[src/include/devil_defines.svh]
`ifndef DEVIL_DEFINES_SVH
`define DEVIL_DEFINES_SVH

////////////////////
// bus and register widths
////////////////////
`define DEVIL_REG_W       32
`define DEVIL_ADDR_W      44
`define DEVIL_DATA_W      128
`define DEVIL_CRRESP_W    5
`define DEVIL_SNOOP_W     4
`define DEVIL_DELAY_W     4

// cycles per delay unit, scaled by 2^(d-1)
`define DEVIL_DELAY_BASE  1

////////////////////
// control register fields
////////////////////
`define CTRL_EN           0
`define CTRL_TEST_LSB     1
`define CTRL_TEST_W       4
`define CTRL_FUNC_LSB     5
`define CTRL_FUNC_W       4
`define CTRL_CRRESP_LSB   9
`define CTRL_AC_FLT       14
`define CTRL_ADDR_FLT     15
`define CTRL_OSH_EN       16
`define CTRL_CON_EN       17
`define CTRL_PDT_EN       20

`endif
[src/hdl/devil_pkg.sv]
package devil_pkg;

    ////////////////////
    // snoop handling FSM
    ////////////////////
    typedef enum logic [3:0]
    {
        ST_IDLE,
        ST_FILTER,
        ST_FUNCTION,
        ST_ONE_SHOT,
        ST_CONTINUOUS,
        ST_PASSIVE_TAMP,
        ST_RESPONSE,
        ST_DELAY,
        ST_DUMMY,
        ST_END_OP,
        ST_END_REPLY
    } devil_state_e;

    // codes 2 and 3 are reserved, anything unlisted decodes to FUNC_UNKNOWN
    typedef enum logic [3:0]
    {
        FUNC_OSH     = 4'd0,
        FUNC_CON     = 4'd1,
        FUNC_PDT     = 4'd4,
        FUNC_UNKNOWN = 4'd15
    } devil_func_e;

    typedef enum logic [3:0]
    {
        TEST_FUZZING       = 4'd0,
        TEST_DELAY_CRVALID = 4'd1,
        TEST_DELAY_CDVALID = 4'd2,
        TEST_DELAY_CDLAST  = 4'd3
    } devil_test_e;

    ////////////////////
    // sequencer to reply commands
    ////////////////////
    typedef enum logic [2:0]
    {
        CMD_NONE,
        CMD_DUMMY,
        CMD_TAMPER,
        CMD_ASSERT_MASK,
        CMD_FINISH_REPLY,
        CMD_FINISH_OP
    } reply_cmd_e;

endpackage

[src/hdl/devil_in_fpga.sv]
`include "devil_defines.svh"

module devil_in_fpga (
    input  logic                        ace_aclk,
    input  logic                        ace_aresetn,
    input  logic [`DEVIL_REG_W-1:0]     i_control_reg,
    input  logic [`DEVIL_REG_W-1:0]     i_acsnoop_reg,
    input  logic [`DEVIL_REG_W-1:0]     i_base_addr_reg,
    input  logic [`DEVIL_REG_W-1:0]     i_addr_size_reg,
    input  logic [`DEVIL_DELAY_W-1:0]   i_delay_reg,
    input  logic [`DEVIL_ADDR_W-1:0]    i_acaddr_snapshot,
    input  logic [`DEVIL_SNOOP_W-1:0]   i_acsnoop_snapshot,
    input  logic                        i_trigger,
    input  logic                        i_crready,
    input  logic                        i_cdready,
    input  logic [`DEVIL_DATA_W-1:0]    i_tamper_data,
    output logic                        o_crvalid,
    output logic                        o_cdvalid,
    output logic                        o_cdlast,
    output logic [`DEVIL_CRRESP_W-1:0]  o_crresp,
    output logic [`DEVIL_DATA_W-1:0]    o_rdata,
    output logic                        o_reply,
    output logic                        o_end,
    output logic                        o_busy
);
    import devil_pkg::*;

    logic                        en;
    logic                        osh_en;
    logic                        con_en;
    logic                        pdt_en;
    logic                        filter_pass;
    devil_func_e                 func;
    devil_test_e                 test;
    logic [`DEVIL_CRRESP_W-1:0]  ctrl_crresp;
    reply_cmd_e                  cmd;
    logic [2:0]                  mask;

    devil_decode u_decode (
        .ace_aclk           (ace_aclk),
        .ace_aresetn        (ace_aresetn),
        .i_control_reg      (i_control_reg),
        .i_acsnoop_reg      (i_acsnoop_reg),
        .i_base_addr_reg    (i_base_addr_reg),
        .i_addr_size_reg    (i_addr_size_reg),
        .i_acaddr_snapshot  (i_acaddr_snapshot),
        .i_acsnoop_snapshot (i_acsnoop_snapshot),
        .o_en               (en),
        .o_osh_en           (osh_en),
        .o_con_en           (con_en),
        .o_pdt_en           (pdt_en),
        .o_filter_pass      (filter_pass),
        .o_func             (func),
        .o_test             (test),
        .o_crresp           (ctrl_crresp)
    );

    devil_sequencer u_sequencer (
        .ace_aclk      (ace_aclk),
        .ace_aresetn   (ace_aresetn),
        .i_trigger     (i_trigger),
        .i_crready     (i_crready),
        .i_cdready     (i_cdready),
        .i_en          (en),
        .i_osh_en      (osh_en),
        .i_con_en      (con_en),
        .i_pdt_en      (pdt_en),
        .i_filter_pass (filter_pass),
        .i_func        (func),
        .i_test        (test),
        .i_delay_reg   (i_delay_reg),
        .o_cmd         (cmd),
        .o_mask        (mask),
        .o_busy        (o_busy)
    );

    devil_reply u_reply (
        .ace_aclk      (ace_aclk),
        .ace_aresetn   (ace_aresetn),
        .i_cmd         (cmd),
        .i_mask        (mask),
        .i_en          (en),
        .i_busy        (o_busy),
        .i_crresp      (ctrl_crresp),
        .i_tamper_data (i_tamper_data),
        .o_crvalid     (o_crvalid),
        .o_cdvalid     (o_cdvalid),
        .o_cdlast      (o_cdlast),
        .o_reply       (o_reply),
        .o_end         (o_end),
        .o_crresp      (o_crresp),
        .o_rdata       (o_rdata)
    );

endmodule

[src/hdl/devil_reply.sv]
`include "devil_defines.svh"

module devil_reply (
    input  logic                        ace_aclk,
    input  logic                        ace_aresetn,
    input  devil_pkg::reply_cmd_e       i_cmd,
    input  logic [2:0]                  i_mask,
    input  logic                        i_en,
    input  logic                        i_busy,
    input  logic [`DEVIL_CRRESP_W-1:0]  i_crresp,
    input  logic [`DEVIL_DATA_W-1:0]    i_tamper_data,
    output logic                        o_crvalid,
    output logic                        o_cdvalid,
    output logic                        o_cdlast,
    output logic                        o_reply,
    output logic                        o_end,
    output logic [`DEVIL_CRRESP_W-1:0]  o_crresp,
    output logic [`DEVIL_DATA_W-1:0]    o_rdata
);
    import devil_pkg::*;

    ////////////////////
    // strobes and completion
    ////////////////////
    always_ff @(posedge ace_aclk)
    begin
        if (!ace_aresetn)
        begin
            o_crvalid <= 1'b0;
            o_cdvalid <= 1'b0;
            o_cdlast  <= 1'b0;
            o_reply   <= 1'b0;
            o_end     <= 1'b0;
        end
        else
        begin
            o_reply <= 1'b0;
            case (i_cmd)
                CMD_DUMMY:
                    o_crvalid <= 1'b1;
                CMD_TAMPER:
                begin
                    o_crvalid <= 1'b1;
                    o_cdvalid <= 1'b1;
                    o_cdlast  <= 1'b1;
                end
                // delayed strobes add to the ones already up
                CMD_ASSERT_MASK:
                begin
                    o_crvalid <= o_crvalid | i_mask[0];
                    o_cdvalid <= o_cdvalid | i_mask[1];
                    o_cdlast  <= o_cdlast | i_mask[2];
                end
                CMD_FINISH_REPLY, CMD_FINISH_OP:
                begin
                    o_crvalid <= 1'b0;
                    o_cdvalid <= 1'b0;
                    o_cdlast  <= 1'b0;
                    o_reply   <= 1'b1;
                end
                default:
                begin
                end
            endcase
            if (i_cmd == CMD_FINISH_OP)
                o_end <= 1'b1;
            else if (!i_busy && !i_en)
                o_end <= 1'b0;
        end
    end

    // response payload
    always_ff @(posedge ace_aclk)
    begin
        case (i_cmd)
            CMD_DUMMY:
            begin
                o_crresp <= '0;
                o_rdata  <= '0;
            end
            CMD_TAMPER:
            begin
                o_crresp <= i_crresp;
                o_rdata  <= i_tamper_data;
            end
            CMD_ASSERT_MASK:
            begin
                o_crresp <= i_crresp;
                o_rdata  <= '0;
            end
            default:
            begin
            end
        endcase
    end

    a_reply_not_with_crvalid: assert property (@(posedge ace_aclk) disable iff (!ace_aresetn)
        !(o_reply && o_crvalid));

    a_no_cdlast_after_end: assert property (@(posedge ace_aclk) disable iff (!ace_aresetn)
        $rose(o_cdlast) |-> !(o_end && !i_busy));

endmodule

[src/hdl/devil_sequencer.sv]
`include "devil_defines.svh"

module devil_sequencer (
    input  logic                        ace_aclk,
    input  logic                        ace_aresetn,
    input  logic                        i_trigger,
    input  logic                        i_crready,
    input  logic                        i_cdready,
    input  logic                        i_en,
    input  logic                        i_osh_en,
    input  logic                        i_con_en,
    input  logic                        i_pdt_en,
    input  logic                        i_filter_pass,
    input  devil_pkg::devil_func_e      i_func,
    input  devil_pkg::devil_test_e      i_test,
    input  logic [`DEVIL_DELAY_W-1:0]   i_delay_reg,
    output devil_pkg::reply_cmd_e       o_cmd,
    output logic [2:0]                  o_mask,
    output logic                        o_busy
);
    import devil_pkg::*;

    devil_state_e             state;
    devil_state_e             state_nxt;
    devil_state_e             ret_state;
    devil_state_e             ret_nxt;
    logic                     osh_done;
    logic [`DEVIL_REG_W-1:0]  delay_cnt;
    logic [`DEVIL_REG_W-1:0]  delay_cycles;
    logic                     delay_hit;

    // zero for d = 0, else base << (d-1)
    assign delay_cycles = (i_delay_reg == '0) ? '0
                        : (`DEVIL_REG_W'(`DEVIL_DELAY_BASE) << (i_delay_reg - 1'b1));
    assign delay_hit    = (delay_cnt == delay_cycles);
    assign o_busy       = (state != ST_IDLE);

    ////////////////////
    // next state and reply command
    ////////////////////
    // mask bits: 0 crvalid, 1 cdvalid, 2 cdlast
    always_comb
    begin
        state_nxt = state;
        ret_nxt   = ret_state;
        o_cmd     = CMD_NONE;
        o_mask    = 3'b000;
        case (state)
            ST_IDLE:
            begin
                if (i_trigger)
                    state_nxt = ST_FILTER;
            end
            ST_FILTER:
                state_nxt = i_filter_pass ? ST_FUNCTION : ST_DUMMY;
            ST_FUNCTION:
            begin
                case (i_func)
                    FUNC_OSH: state_nxt = i_osh_en ? ST_ONE_SHOT : ST_DUMMY;
                    // continuous enable only selects the final reply
                    FUNC_CON: state_nxt = ST_CONTINUOUS;
                    FUNC_PDT: state_nxt = i_pdt_en ? ST_PASSIVE_TAMP : ST_DUMMY;
                    default:  state_nxt = ST_DUMMY;
                endcase
            end
            ST_ONE_SHOT:
            begin
                if (i_crready)
                begin
                    // already fired, answer plainly until disabled
                    if (osh_done)
                        state_nxt = ST_DUMMY;
                    else
                    begin
                        state_nxt = ST_RESPONSE;
                        ret_nxt   = ST_END_OP;
                    end
                end
            end
            ST_CONTINUOUS:
            begin
                if (i_crready)
                begin
                    state_nxt = ST_RESPONSE;
                    ret_nxt   = i_con_en ? ST_END_REPLY : ST_END_OP;
                end
            end
            ST_PASSIVE_TAMP:
            begin
                if (i_crready)
                begin
                    o_cmd = CMD_TAMPER;
                    // data must hold until cdready
                    if (i_cdready)
                        state_nxt = ST_END_OP;
                end
            end
            ST_RESPONSE:
            begin
                case (i_test)
                    TEST_FUZZING:
                    begin
                        o_cmd     = CMD_ASSERT_MASK;
                        o_mask    = 3'b111;
                        state_nxt = ret_state;
                    end
                    TEST_DELAY_CRVALID:
                        state_nxt = ST_DELAY;
                    TEST_DELAY_CDVALID:
                    begin
                        o_cmd     = CMD_ASSERT_MASK;
                        o_mask    = 3'b101;
                        state_nxt = ST_DELAY;
                    end
                    TEST_DELAY_CDLAST:
                    begin
                        o_cmd     = CMD_ASSERT_MASK;
                        o_mask    = 3'b011;
                        state_nxt = ST_DELAY;
                    end
                    default:
                        state_nxt = ret_state;
                endcase
            end
            ST_DELAY:
            begin
                if (delay_hit)
                begin
                    o_cmd     = CMD_ASSERT_MASK;
                    state_nxt = ret_state;
                    case (i_test)
                        TEST_DELAY_CRVALID: o_mask = 3'b001;
                        TEST_DELAY_CDVALID: o_mask = 3'b010;
                        TEST_DELAY_CDLAST:  o_mask = 3'b100;
                        default:            o_mask = 3'b000;
                    endcase
                end
            end
            ST_DUMMY:
            begin
                if (i_crready)
                begin
                    o_cmd     = CMD_DUMMY;
                    state_nxt = ST_END_REPLY;
                end
            end
            ST_END_OP:
            begin
                o_cmd     = CMD_FINISH_OP;
                state_nxt = ST_IDLE;
            end
            ST_END_REPLY:
            begin
                o_cmd     = CMD_FINISH_REPLY;
                state_nxt = ST_IDLE;
            end
            default:
                state_nxt = ST_IDLE;
        endcase
    end

    ////////////////////
    // state, one-shot flag, delay counter
    ////////////////////
    always_ff @(posedge ace_aclk)
    begin
        if (!ace_aresetn)
        begin
            state     <= ST_IDLE;
            ret_state <= ST_END_REPLY;
            osh_done  <= 1'b0;
            delay_cnt <= '0;
        end
        else
        begin
            state     <= state_nxt;
            ret_state <= ret_nxt;
            if (state == ST_RESPONSE && i_func == FUNC_OSH)
                osh_done <= 1'b1;
            else if (state == ST_IDLE && !i_en)
                osh_done <= 1'b0;
            if (state == ST_DELAY && !delay_hit)
                delay_cnt <= delay_cnt + 1'b1;
            else
                delay_cnt <= '0;
        end
    end

    a_filter_one_cycle: assert property (@(posedge ace_aclk) disable iff (!ace_aresetn)
        (state == ST_FILTER) |=> (state == ST_FUNCTION || state == ST_DUMMY));

    a_function_one_cycle: assert property (@(posedge ace_aclk) disable iff (!ace_aresetn)
        (state == ST_FUNCTION) |=> (state != ST_FUNCTION));

endmodule

[src/hdl/devil_decode.sv]
`include "devil_defines.svh"

module devil_decode (
    input  logic                        ace_aclk,
    input  logic                        ace_aresetn,
    input  logic [`DEVIL_REG_W-1:0]     i_control_reg,
    input  logic [`DEVIL_REG_W-1:0]     i_acsnoop_reg,
    input  logic [`DEVIL_REG_W-1:0]     i_base_addr_reg,
    input  logic [`DEVIL_REG_W-1:0]     i_addr_size_reg,
    input  logic [`DEVIL_ADDR_W-1:0]    i_acaddr_snapshot,
    input  logic [`DEVIL_SNOOP_W-1:0]   i_acsnoop_snapshot,
    output logic                        o_en,
    output logic                        o_osh_en,
    output logic                        o_con_en,
    output logic                        o_pdt_en,
    output logic                        o_filter_pass,
    output devil_pkg::devil_func_e      o_func,
    output devil_pkg::devil_test_e      o_test,
    output logic [`DEVIL_CRRESP_W-1:0]  o_crresp
);
    import devil_pkg::*;

    logic [`CTRL_FUNC_W-1:0]  func_raw;
    logic                     ac_flt;
    logic                     addr_flt;
    logic                     ac_match;
    logic                     addr_match;
    logic [`DEVIL_REG_W-1:0]  snap_addr_lo;
    logic [`DEVIL_REG_W:0]    window_end;

    ////////////////////
    // control register fields
    ////////////////////
    assign o_en     = i_control_reg[`CTRL_EN];
    assign o_osh_en = i_control_reg[`CTRL_OSH_EN];
    assign o_con_en = i_control_reg[`CTRL_CON_EN];
    assign o_pdt_en = i_control_reg[`CTRL_PDT_EN];
    assign o_crresp = i_control_reg[`CTRL_CRRESP_LSB +: `DEVIL_CRRESP_W];
    assign o_test   = devil_test_e'(i_control_reg[`CTRL_TEST_LSB +: `CTRL_TEST_W]);
    assign func_raw = i_control_reg[`CTRL_FUNC_LSB +: `CTRL_FUNC_W];
    assign ac_flt   = i_control_reg[`CTRL_AC_FLT];
    assign addr_flt = i_control_reg[`CTRL_ADDR_FLT];

    // leak and active tamper codes are not supported here
    always_comb
    begin
        case (func_raw)
            4'd0:    o_func = FUNC_OSH;
            4'd1:    o_func = FUNC_CON;
            4'd4:    o_func = FUNC_PDT;
            default: o_func = FUNC_UNKNOWN;
        endcase
    end

    ////////////////////
    // snoop filters
    ////////////////////
    // window compared on the low 32 address bits only
    assign snap_addr_lo  = i_acaddr_snapshot[`DEVIL_REG_W-1:0];
    assign window_end    = {1'b0, i_base_addr_reg} + {1'b0, i_addr_size_reg};
    assign ac_match      = (i_acsnoop_snapshot == i_acsnoop_reg[`DEVIL_SNOOP_W-1:0]);
    assign addr_match    = (snap_addr_lo >= i_base_addr_reg)
                        && ({1'b0, snap_addr_lo} < window_end);
    assign o_filter_pass = (!ac_flt || ac_match) && (!addr_flt || addr_match);

    // an enabled address window must fit below 4 GiB
    a_window_fits: assert property (@(posedge ace_aclk) disable iff (!ace_aresetn)
        (o_en && addr_flt) |-> !window_end[`DEVIL_REG_W] || (window_end[`DEVIL_REG_W-1:0] == '0));

endmodule

[config.mk]
export PLATFORM = sky130hd
export DESIGN_NAME = devil_in_fpga
export DESIGN_NICKNAME = d
export VERILOG_FILES = /design/src/hdl/devil_pkg.sv /design/src/hdl/devil_in_fpga.sv /design/src/hdl/devil_reply.sv /design/src/hdl/devil_sequencer.sv /design/src/hdl/devil_decode.sv
export VERILOG_INCLUDE_DIRS = /design/src /design/src/include
export SDC_FILE = /design/constraint.sdc
export NUM_CORES = 1
export LEC_CHECK = 0
export BUFFER_PORTS_ARGS = -buffer_cell sky130_fd_sc_hd__buf_2
export CELL_PAD_IN_SITES_DETAIL_PLACEMENT = 0
export CELL_PAD_IN_SITES_GLOBAL_PLACEMENT = 2
export CORE_UTILIZATION = 31
export DETAILED_ROUTE_END_ITERATION = 8
export PLACE_DENSITY = 0.92
export SLEW_MARGIN = 25
export SYNTH_ARGS = -nofsm -noshare
export SYNTH_HDL_FRONTEND = slang
export SYNTH_SLANG_ARGS = --single-unit
[constraint.sdc]
create_clock -name ace_aclk -period 21.1 [get_ports ace_aclk]
set_input_delay 4.22 -clock ace_aclk [delete_from_list [all_inputs] [get_ports ace_aclk]]
set_output_delay 4.22 -clock ace_aclk [all_outputs]
set_load 0.05 [all_outputs]
==> results of run 1 <==
worst max-delay path, cell delays in order:
cell	delay, ns
buf_2	0.13
ha_1	0.31
a211oi_1	0.27
nor4_1	0.13
o311ai_0	0.74
o21ai_1	0.31
a21oi_1	0.60
o211ai_1	0.25
a221oi_1	0.35
xor2_1	0.18
ha_1	0.26
a211oi_1	0.29
nand2_1	0.17
a2111oi_0	0.55
o211ai_1	0.26
o211ai_1	0.20
nand4b_1	0.15
a31oi_1	0.19
metal layers:
metal / up-vias / track usage / share of wire
li1: 4558 / - / -
met4: 4 / 0.05056 / 0.017
met5: - / 0 / 0.00084
met2: 271 / 0.3090 / 0.49
met1: 4271 / 0.2189 / 0.44
met3: 32 / 0.03949 / 0.057
kinds of logic after synthesis:
family	synth area share
adder cells (fa/ha/maj)	0.1169
multiplexers	0.005693
flip-flops	0.4527
AO/OA/AOI/OAI	0.1305
buffers and inverters	0.04020
AND/OR/NAND/NOR	0.2029
XOR/XNOR	0.05124
power by group:
group / internal (mW) / switching [mW] / leakage (nW)
sequential: 0.439 / 0.0250 / 1.56
combinational: 0.134 / 0.298 / 4.10
clock: 0.171 / 0.155 / 0.289
total: 0.744 / 0.478 / 5.95
synth_stat cells, types with 26 or more instances:
library cell    n
a21o_1         28
a21oi_1        63
and2_1        136
dfxtp_1        44
edfxtp_1      133
ha_1           99
inv_1          51
nand2_1        55
nor2_1         75
o21ai_0        36
xnor2_1        26
xor2_1         37
placed cells by master, fill, tap and decap left out, types with 4 or more instances in the layout:
cell type    n
a211oi_1     9
a21o_1      28
a21oi_1     63
a221oi_1     7
a31oi_1      4
and2_1     136
and3_1      11
and4_1       6
buf_2      398
clkbuf_16   17
clkinv_8     5
dfxtp_1     44
edfxtp_1   133
ha_1        99
inv_1       51
inv_6        4
mux2i_1      5
nand2_1     55
nand2b_1     9
nand3_1     21
nand4_1     18
nor2_1      75
nor2b_1     13
nor3_1      10
nor3b_1      7
nor4_1       6
o211ai_1     9
o21a_1       5
o21ai_0     36
o21bai_1     7
o31ai_1      4
or2_2        6
or3_1        5
xnor2_1     26
xor2_1      37
how the worst max path moves through the flow:
stage / end / slack, ns
6_report: u_sequencer.state[1]$_SDFFE_PN0P_ / 11.90
5_1_grt: u_sequencer.state[1]$_SDFFE_PN0P_ / 11.42
2_1_floorplan: u_reply.o_rdata[0]$_SDFFCE_PP0P_ / 11.43
3_5_place_dp: u_sequencer.state[1]$_SDFFE_PN0P_ / 11.41
3_3_place_gp: u_sequencer.state[1]$_SDFFE_PN0P_ / 11.52
4_1_cts: u_sequencer.state[1]$_SDFFE_PN0P_ / 11.83
through the flow:
| step | hold slack, ns | setup WS (ns) |
|---|---|---|
| floorplan | 0.4392 | 11.43 |
| global placement | 0.4568 | 11.52 |
| detailed placement | 0.4582 | 11.41 |
| CTS | 0.4804 | 11.83 |
| global route | 0.4987 | 11.42 |
| finish | 0.4845 | 11.90 |
flip-flops by register name, indices dropped and copies added (netlist names):
| name | count |
|---|---|
| u_reply.o_reply | 1 |
| u_sequencer.osh_done | 1 |
| u_sequencer.ret_state | 2 |
| u_reply.o_rdata | 128 |
| u_reply.o_end | 1 |
| u_sequencer.delay_cnt | 32 |
| u_reply.o_cdvalid | 1 |
| u_reply.o_cdlast | 1 |
| u_sequencer.state | 4 |
| u_reply.o_crvalid | 1 |
| u_reply.o_crresp | 5 |
final cells by class:
type / instances / share of cell area
Inverter: 52 / 0.01420
Timing Repair Buffer: 400 / 0.1469
Multi-Input combinational cell: 777 / 0.3984
Clock buffer: 17 / 0.03094
Sequential cell: 177 / 0.3545
Clock inverter: 15 / 0.01392
Antenna cell: 2 / 0.0003640
Tap cell: 448 / 0.04077
==> flow_summary_export.csv, run 1 <==
group,metric,value,unit
run_status,status,"finished clean",
route,drt_iter0_drc,374,
placement,dp_hpwl,25670,µm
placement,place_inst,1854,
power,ir_drop,0.04957,mV
floorplan,io_pins,452,
global_route,overflow,0,
route,drc_errors,0,
critical_path,crit_type,"in -> reg",
sta,min_period,9.197,ns
cts,ctsHtreeMaxLevel,4,
synth,synth_area_leader_cell,"edfxtp_1",
route,ant_nets,0,
route,routed_via_density,4.839,
critical_path,rrSetupSlack,16.81,ns
final_layout,seqCellArea,0.004875,mm²
cts,cts_hold_repair.buffers,0,
route,wl,32090,µm
critical_path,worstReg2RegStart,"u_sequencer.delay_cnt[24]$_SDFF_PN0_",
final_layout,final_nets,1838,
synth,synth_edf_count,133,
sta,rsz0062_at_grt,"no",
sta,worstMarginPinSlew,1.028,ns
cts,cts_num_sinks,177,
synth,synth.area.top_cells,"edfxtp_1 37%, ha_1 12%, dfxtp_1 8.2%, and2_1 7.9%, xor2_1 3.0%",
floorplan,die-area,0.03549,mm²
synth,synth-seq-area-share,0.4527,
route,wl_per_cell,17.00,µm
placement,gp_congestion,0.8545,
floorplan,design.core.area,0.03387,mm²
sta,fin_skew,0.01371,ns
power,p_leak,5.948,nW
synth,synth-seq-cells,177,
cts,post_cts_buffers,0,
critical_path,cp_max_fo,6,
sta,finalMaxSlewViolations,0,
critical_path,critPathCaptureType,"flop",
critical_path,timing.rr.end,"u_reply.o_rdata[3]$_SDFFCE_PP0P_",
cts,cts_tree,"built",
global_route,track_usage,0.1775,
critical_path,cp.arrival,9.56,ns
sta,fmax,108.7,MHz
placement,dpl-instance-area,0.01313,mm²
final_layout,fin_util,0.4060,
synth,syn-cell-area,0.01077,mm²
sta,finalSetupViolCount,0,
route,vias,9136,
synth,synth_top_area_share,0.3709,
min_path,whs_path_depth,2,
cts,clk_latency,0.44,ns
synth,ys_types,69,
synth,syn-num-nets,1454,
cts,clk_pin_slew,0.08,ns
critical_path,r2r_cells,8,
final_layout,multi_input_area,0.005478,mm²
sta,finalCritPeriodShare,0.4359,
power,finalPower,1.222,mW
global_route,grt_pass1_vias,8839,
cts,clock_path_buffers,2,
sta,maxSlewHeadroom,0.3149,
floorplan,start_util,0.3180,
cts,cts_root_buffer,"clkbuf_16",
final_layout,design_area,0.01375,mm²
sta,finalHoldViolCount,0,
floorplan,placementRows,67,
synth,netlist_instances,1041,
final_layout,syn2layout_area_growth,27.67,%
synth,synth_flop_cell,"edfxtp_1",
cts,cts_resized,0,
cts,numCtsBuffers,17,
placement,numPortBuffers,398,
route,dr.pass1.iters,4,
min_path,hp-start,"u_sequencer.ret_state[1]$_SDFFE_PN1P_",
synth,ys_async_sr_fraction,0,
final_layout,n_fill_cell,3376,
synth,ys_warn_count,0,
floorplan,fp.dieW,188.4,µm
final_layout,fin_cells,1888,
critical_path,startpoint,"i_base_addr_reg[1]",
global_route,grt_max_degree,79,
min_path,hp-class,"reg -> reg",
synth,syn_area_per_cell,10.34,µm²
sta,tns,0,ns
final_layout,final_layout_size_suffix_gt1_frac,0.3115,
min_path,min_to,"u_sequencer.ret_state[1]$_SDFFE_PN1P_",
power,power_density,88.89,mW/mm²
floorplan,chipHeight,188.4,µm
flow_run,maxCapViolations,0,
global_route,grt_pass1_wl,48710,µm
global_route,antenna_found_initial,7,
critical_path,cp-start-kind,"input port",
critical_path,cp_data_required_time,21.47,ns
Power figures use the tool's default switching activity.
==> run 2, diff against run 1 <==
Settings changed: CORE_UTILIZATION 31 to 26, PLACE_DENSITY 0.92 to 0.82.
Clock period 21.1 ns to 8 ns, I/O delays scaled along.
==> run 2 against run 1 <==
Against the previous run: design area grew 0.85%; die area grew 19%; cell count grew 4.6%; utilization shrank 6.6 points; routed wire length grew 8.1%; first-iteration DRC count grew 23%; sequential power grew to 2.7 times the previous value; register-to-register slack lost 13 ns; worst setup slack lost 10 ns.
==> flow_summary_export.csv, run 2 (synthesized netlist as in run 1, its figures left out) <==
group,metric,value,unit
final_layout,design_area,0.01387,mm²
route,wl_per_cell,17.57,µm
critical_path,cp_data_required_time,8.37,ns
final_layout,syn2layout_area_growth,28.76,%
min_path,hp-class,"reg -> reg",
run_status,status,"finished clean",
final_layout,largest_reg_flops,128,
cts,cts_num_sinks,177,
global_route,grt_pass1_vias,8774,
global_route,grt_max_degree,129,
route,drc_errors,0,
final_layout,reg_top3,"u_reply.o_rdata: 128 flops, u_sequencer.delay_cnt: 32 flops, u_reply.o_crresp: 5 flops",
sta,maxSlewHeadroom,0.3462,
floorplan,start_util,0.2637,
global_route,busiest_layer,"met2",
sta,fin_skew,0.01716,ns
critical_path,cp.arrival,6.51,ns
sta,finalHoldViolCount,0,
sta,whs,0.4751,ns
critical_path,critPathCaptureType,"flop",
final_layout,fin_cells,1974,
sta,worstMarginPinSlew,0.9806,ns
global_route,grt_pass1_wl,50740,µm
cts,clk_latency,0.45,ns
power,ir_drop,0.1221,mV
power,share_clk_of_total_power,0.270,
placement,numPortBuffers,398,
route,wl,34690,µm
critical_path,cp-start-kind,"input port",
floorplan,fp.dieW,205.5,µm
sta,finalCritPeriodShare,0.7669,
placement,dp_hpwl,27790,µm
cts,clk_pin_slew,0.07,ns
sta,fmax,163.0,MHz
cts,cts_root_buffer,"clkbuf_16",
global_route,met3_usage,0.04625,
sta,tns,0,ns
placement,place_inst,1938,
power,power_density,234.9,mW/mm²
floorplan,design.core.area,0.04083,mm²
route,ant_nets,0,
final_layout,layout_commonest_cell,"buf_2",
sta,rsz0062_at_grt,"no",
placement,gp_congestion,0.8699,
cts,cts_resized,0,
flow_run,maxCapViolations,0,
sta,min_period,6.135,ns
cts,ctsHtreeMaxLevel,4,
power,power_frac_comb,0.350,
floorplan,io_pins,452,
critical_path,cp_max_fo,6,
global_route,met2_usage,0.2850,
floorplan,placementRows,74,
global_route,overflow,0,
power,internal_power,1.991,mW
route,routed_via_density,4.643,
critical_path,crit_type,"in -> reg",
floorplan,chipHeight,205.5,µm
placement,dpl-instance-area,0.01323,mm²
cts,cts_tree,"built",
global_route,track_usage,0.1605,
power,switchingPower,1.266,mW
route,dr.pass1.iters,5,
cts,clock_path_buffers,2,
final_layout,final_layout_size_suffix_gt1_frac,0.3108,
final_layout,final_nets,1838,
global_route,use_met1,0.1808,
power,switching_share,0.3887,
power,p_leak,5.952,nW
floorplan,die-area,0.04224,mm²
final_layout,mostFrequentLayoutCells,"398 x buf_2, 136 x and2_1, 133 x edfxtp_1, 99 x ha_1, 75 x nor2_1",
final_layout,regMostFlops,"u_reply.o_rdata",
cts,post_cts_buffers,0,
global_route,antenna_found_initial,13,
route,drt_iter0_drc,459,
power,pwr-share-seq,0.380,
cts,numCtsBuffers,17,
sta,finalMaxSlewViolations,0,
cts,cts_hold_repair.buffers,0,
route,vias,9166,
sta,finalSetupViolCount,0,
[run 2: worst paths after layout]
kind | start | to | slack (ns) | cells after the start
hold reg to reg | u_sequencer.ret_state[1]$_SDFFE_PN1P_ | u_sequencer.ret_state[1]$_SDFFE_PN1P_ | 0.48 | 2
setup / recovery | i_base_addr_reg[1] | u_sequencer.state[1]$_SDFFE_PN0P_ | 1.87 | 18
setup reg to reg | u_sequencer.delay_cnt[24]$_SDFF_PN0_ | u_reply.o_rdata[5]$_SDFFCE_PP0P_ | 4.14 | 8
hold / removal | u_sequencer.ret_state[1]$_SDFFE_PN1P_ | u_sequencer.ret_state[1]$_SDFFE_PN1P_ | 0.48 | 2
[run 2: area by class of cell]
cell class | count | area (µm²)
Inverter | 52 | 195.2
Timing Repair Buffer | 400 | 2023
Clock buffer | 18 | 429.2
Sequential cell | 177 | 4875
Clock inverter | 14 | 190.2
Tap cell | 532 | 665.6
Antenna cell | 4 | 10.01
Fill cell | 4239 | 26970
Multi-Input combinational cell | 777 | 5478
[run 2: power by group through the flow]
stage | combinational [mW] | sequential (mW) | clock [mW]
2_1_floorplan | 0.545 | 1.56 | 0
3_3_place_gp | 1.15 | 1.25 | 0
3_5_place_dp | 1.15 | 1.26 | 0
4_1_cts | 1.16 | 1.24 | 0.906
5_1_grt | 1.24 | 1.25 | 0.944
6_report | 1.14 | 1.24 | 0.879
[run 2: routing by layer]
metal	vias to the layer above	wire (µm)
li1	4543	-
met1	4254	13850
met4	6	832
met5	-	40
met3	49	2738
met2	314	17230
[run 2: critical path, stage by stage]
cell and delay (ns):
buf_2 0.13, ha_1 0.31, a211oi_1 0.26, nor4_1 0.11, o311ai_0 0.71, o21ai_1 0.29
a21oi_1 0.53, o211ai_1 0.23, a221oi_1 0.36, xor2_1 0.19, ha_1 0.26, a211oi_1 0.28
nand2_1 0.16, a2111oi_0 0.39, o211ai_1 0.21, o211ai_1 0.19, nand4b_1 0.12, a31oi_1 0.17
[run 2: per-stage QoR]
step,total power [mW],utilization,setup slack (ns)
after detailed placement,2.405,0.3241,1.450
final,3.257,0.3396,1.865
after global routing,3.437,0.3394,1.516
after global placement,2.399,0.3240,1.503
after floorplan,2.108,-,0.9507
after CTS,3.298,0.3392,1.887
==> run 3, diff against run 2 <==
Settings changed: ABC_AREA set to 1, CORE_UTILIZATION 26 to 27, PLACE_DENSITY 0.82 to 0.86.
Clock period 8 ns to 5.8 ns, I/O delays scaled along.
==> run 3 against run 2 <==
Against the previous run: routed wire length fell by 6.2%; global-route usage fell by 1.1 points; flip-flop and latch count did not move; combinational power rose by 9.6%; clock skew fell by 0.00059 ns; sequential power rose by 24%; critical endpoint is now u_sequencer.state[3]$_SDFFE_PN0P_.
==> flow_summary_export.csv, run 3 <==
group,metric,value,unit
run_status,status,"finished clean",
sta,min_period,4.781,ns
placement,numPortBuffers,398,
critical_path,cp-start-kind,"input port",
floorplan,chipHeight,205.6,µm
synth,netlist_instances,1378,
sta,finalSetupViolCount,0,
route,drc_errors,0,
cts,clk_latency,0.44,ns
placement,dp_hpwl,27130,µm
synth,syn-cell-area,0.01119,mm²
route,wl_met3,1925,µm
global_route,antenna_found_initial,3,
cts,cts_resized,0,
critical_path,path_common_cell,"nand2_1",
sta,fin_skew,0.01657,ns
floorplan,die-area,0.04227,mm²
synth,synth-seq-area-share,0.4356,
route,wl,32520,µm
cts,cts_hold_repair.buffers,0,
route,wl_met1,13750,µm
final_layout,n_fill_cell,4356,
synth,ys_async_sr_fraction,0,
floorplan,io_pins,452,
floorplan,start_util,0.2741,
synth,netlist_top_cells_count,"286 x inv_1, 251 x nor2_1, 205 x nand2_1",
synth,ys_types,46,
sta,tns,0,ns
critical_path,crit_buf_inv,2,
global_route,track_usage,0.1494,
critical_path,crit_type,"in -> reg",
global_route,overflow,0,
critical_path,cp_data_required_time,6.13,ns
final_layout,layout_commonest_cell,"buf_2",
cts,post_cts_buffers,0,
power,ir_drop,0.1882,mV
final_layout,mostFrequentLayoutCells,"398 x buf_2, 286 x inv_1, 251 x nor2_1, 204 x nand2_1, 133 x edfxtp_1",
route,wl_met2,16230,µm
final_layout,syn2layout_area_growth,28.56,%
flow_run,maxCapViolations,0,
cts,ctsHtreeMaxLevel,4,
final_layout,final_nets,2198,
synth,synth_top_area_share,0.3568,
global_route,grt_pass1_wl,49240,µm
route,maxUsedRoutingLayer,"met5",
critical_path,cp.arrival,5.11,ns
sta,maxSlewHeadroom,0.3912,
critical_path,cp_max_fo,4,
route,ant_nets,0,
synth,syn_area_per_cell,8.122,µm²
synth,synth-seq-cells,177,
synth,syn-num-nets,1791,
global_route,grt_pass1_vias,9599,
placement,post-place-ws,0.5793,ns
cts,cts_root_buffer,"clkbuf_16",
final_layout,final_layout_size_suffix_gt1_frac,0.2536,
critical_path,crit_path_max_incr_delay,0.41,ns
route,routed_via_density,4.361,
sta,fin_ws,1.019,ns
route,wl_per_cell,13.95,µm
power,p_leak,7.032,nW
sta,finalCritPeriodShare,0.8244,
placement,gp_congestion,0.8408,
final_layout,regMostFlops,"u_reply.o_rdata",
sta,worstMarginPinSlew,0.9106,ns
placement,place_inst,2298,
cts,numCtsBuffers,17,
synth,synth_flop_cell,"edfxtp_1",
floorplan,fp.dieW,205.6,µm
global_route,grt_max_degree,66,
sta,finalHoldViolCount,0,
route,dr.pass1.iters,5,
critical_path,critPathCaptureType,"flop",
route,drt_iter0_drc,589,
critical_path,cpMaxStageDelayCell,"fa_1",
cts,clk_pin_slew,0.08,ns
power,power_density,278.6,mW/mm²
power,finalPower,4.009,mW
sta,fmax,209.1,MHz
critical_path,critPathTopFamily,"compound AO/OA/AOI/OAI gates",
synth,synth.area.top_cells,"edfxtp_1 36%, ha_1 11%, inv_1 9.6%, nor2_1 8.4%, dfxtp_1 7.9%",
final_layout,fin_util,0.3524,
synth,synth_area_leader_cell,"edfxtp_1",
cts,cts_tree,"built",
floorplan,design.core.area,0.04083,mm²
route,vias,10170,
sta,finalMaxSlewViolations,0,
final_layout,largest_reg_flops,128,
synth,yosys.cell_count.top_type,"inv_1",
synth,synth_edf_count,133,
floorplan,placementRows,74,
final_layout,fin_cells,2332,
final_layout,reg_top3,"u_reply.o_rdata: 128 flops, u_sequencer.delay_cnt: 32 flops, u_reply.o_crresp: 5 flops",
synth,ys_warn_count,0,
sta,rsz0062_at_grt,"no",
cts,clock_path_buffers,2,
min_path,hp-class,"reg -> reg",
cts,cts_num_sinks,177,
## run 3: power by group
group / internal, mW / switching [mW]
registers: 1.51 / 0.0297
clock network: 0.657 / 0.561
logic: 0.367 / 0.880
## run 3: final cells by class
| cell class | count | area [µm²] | share of cell area |
|---|---|---|---|
| tap | 532 | 665.6 | 0.04626 |
| clock buffer | 17 | 425.4 | 0.02957 |
| timing repair buffer | 405 | 2069 | 0.1438 |
| antenna | 2 | 5.005 | 0.0003478 |
| multi-input combinational | 894 | 5072 | 0.3525 |
| sequential | 177 | 4875 | 0.3388 |
| clock inverter | 15 | 186.4 | 0.01296 |
| inverter | 290 | 1090 | 0.07574 |
## run 3: stage by stage
step / hold WS, ns / area [µm²]
6_report: 0.4721 / 14390
5_1_grt: 0.5015 / 14390
4_1_cts: 0.4743 / 14380
3_5_place_dp: 0.4542 / 13770
3_3_place_gp: 0.4470 / 13770
2_1_floorplan: 0.4295 / 11190
## run 3: cells by family after synthesis
family | Yosys count | synth area share
flip-flops | 177 | 0.4356
AO/OA/AOI/OAI | 163 | 0.08116
AND/OR/NAND/NOR | 585 | 0.2229
XOR/XNOR | 46 | 0.03600
buffers and inverters | 307 | 0.1119
adder cells (fa/ha/maj) | 100 | 0.1125
## run 3: path summary, 6_finish.rpt
| path | from | end | slack, ns | cells after the start |
|---|---|---|---|---|
| max reg2reg | u_sequencer.delay_cnt[18]$_SDFF_PN0_ | u_reply.o_rdata[101]$_SDFFCE_PP0P_ | 2.85 | 11 |
| max | i_base_addr_reg[0] | u_sequencer.state[3]$_SDFFE_PN0P_ | 1.02 | 27 |
| min reg2reg | u_sequencer.delay_cnt[0]$_SDFF_PN0_ | u_sequencer.delay_cnt[0]$_SDFF_PN0_ | 0.47 | 1 |
| min | u_sequencer.delay_cnt[0]$_SDFF_PN0_ | u_sequencer.delay_cnt[0]$_SDFF_PN0_ | 0.47 | 1 |
## run 3: layer usage
layer,GRT usage,up-vias
met5,0,-
met4,0.04921,2
met3,0.02708,35
met2,0.2678,278
met1,0.1783,4588
li1,-,5268
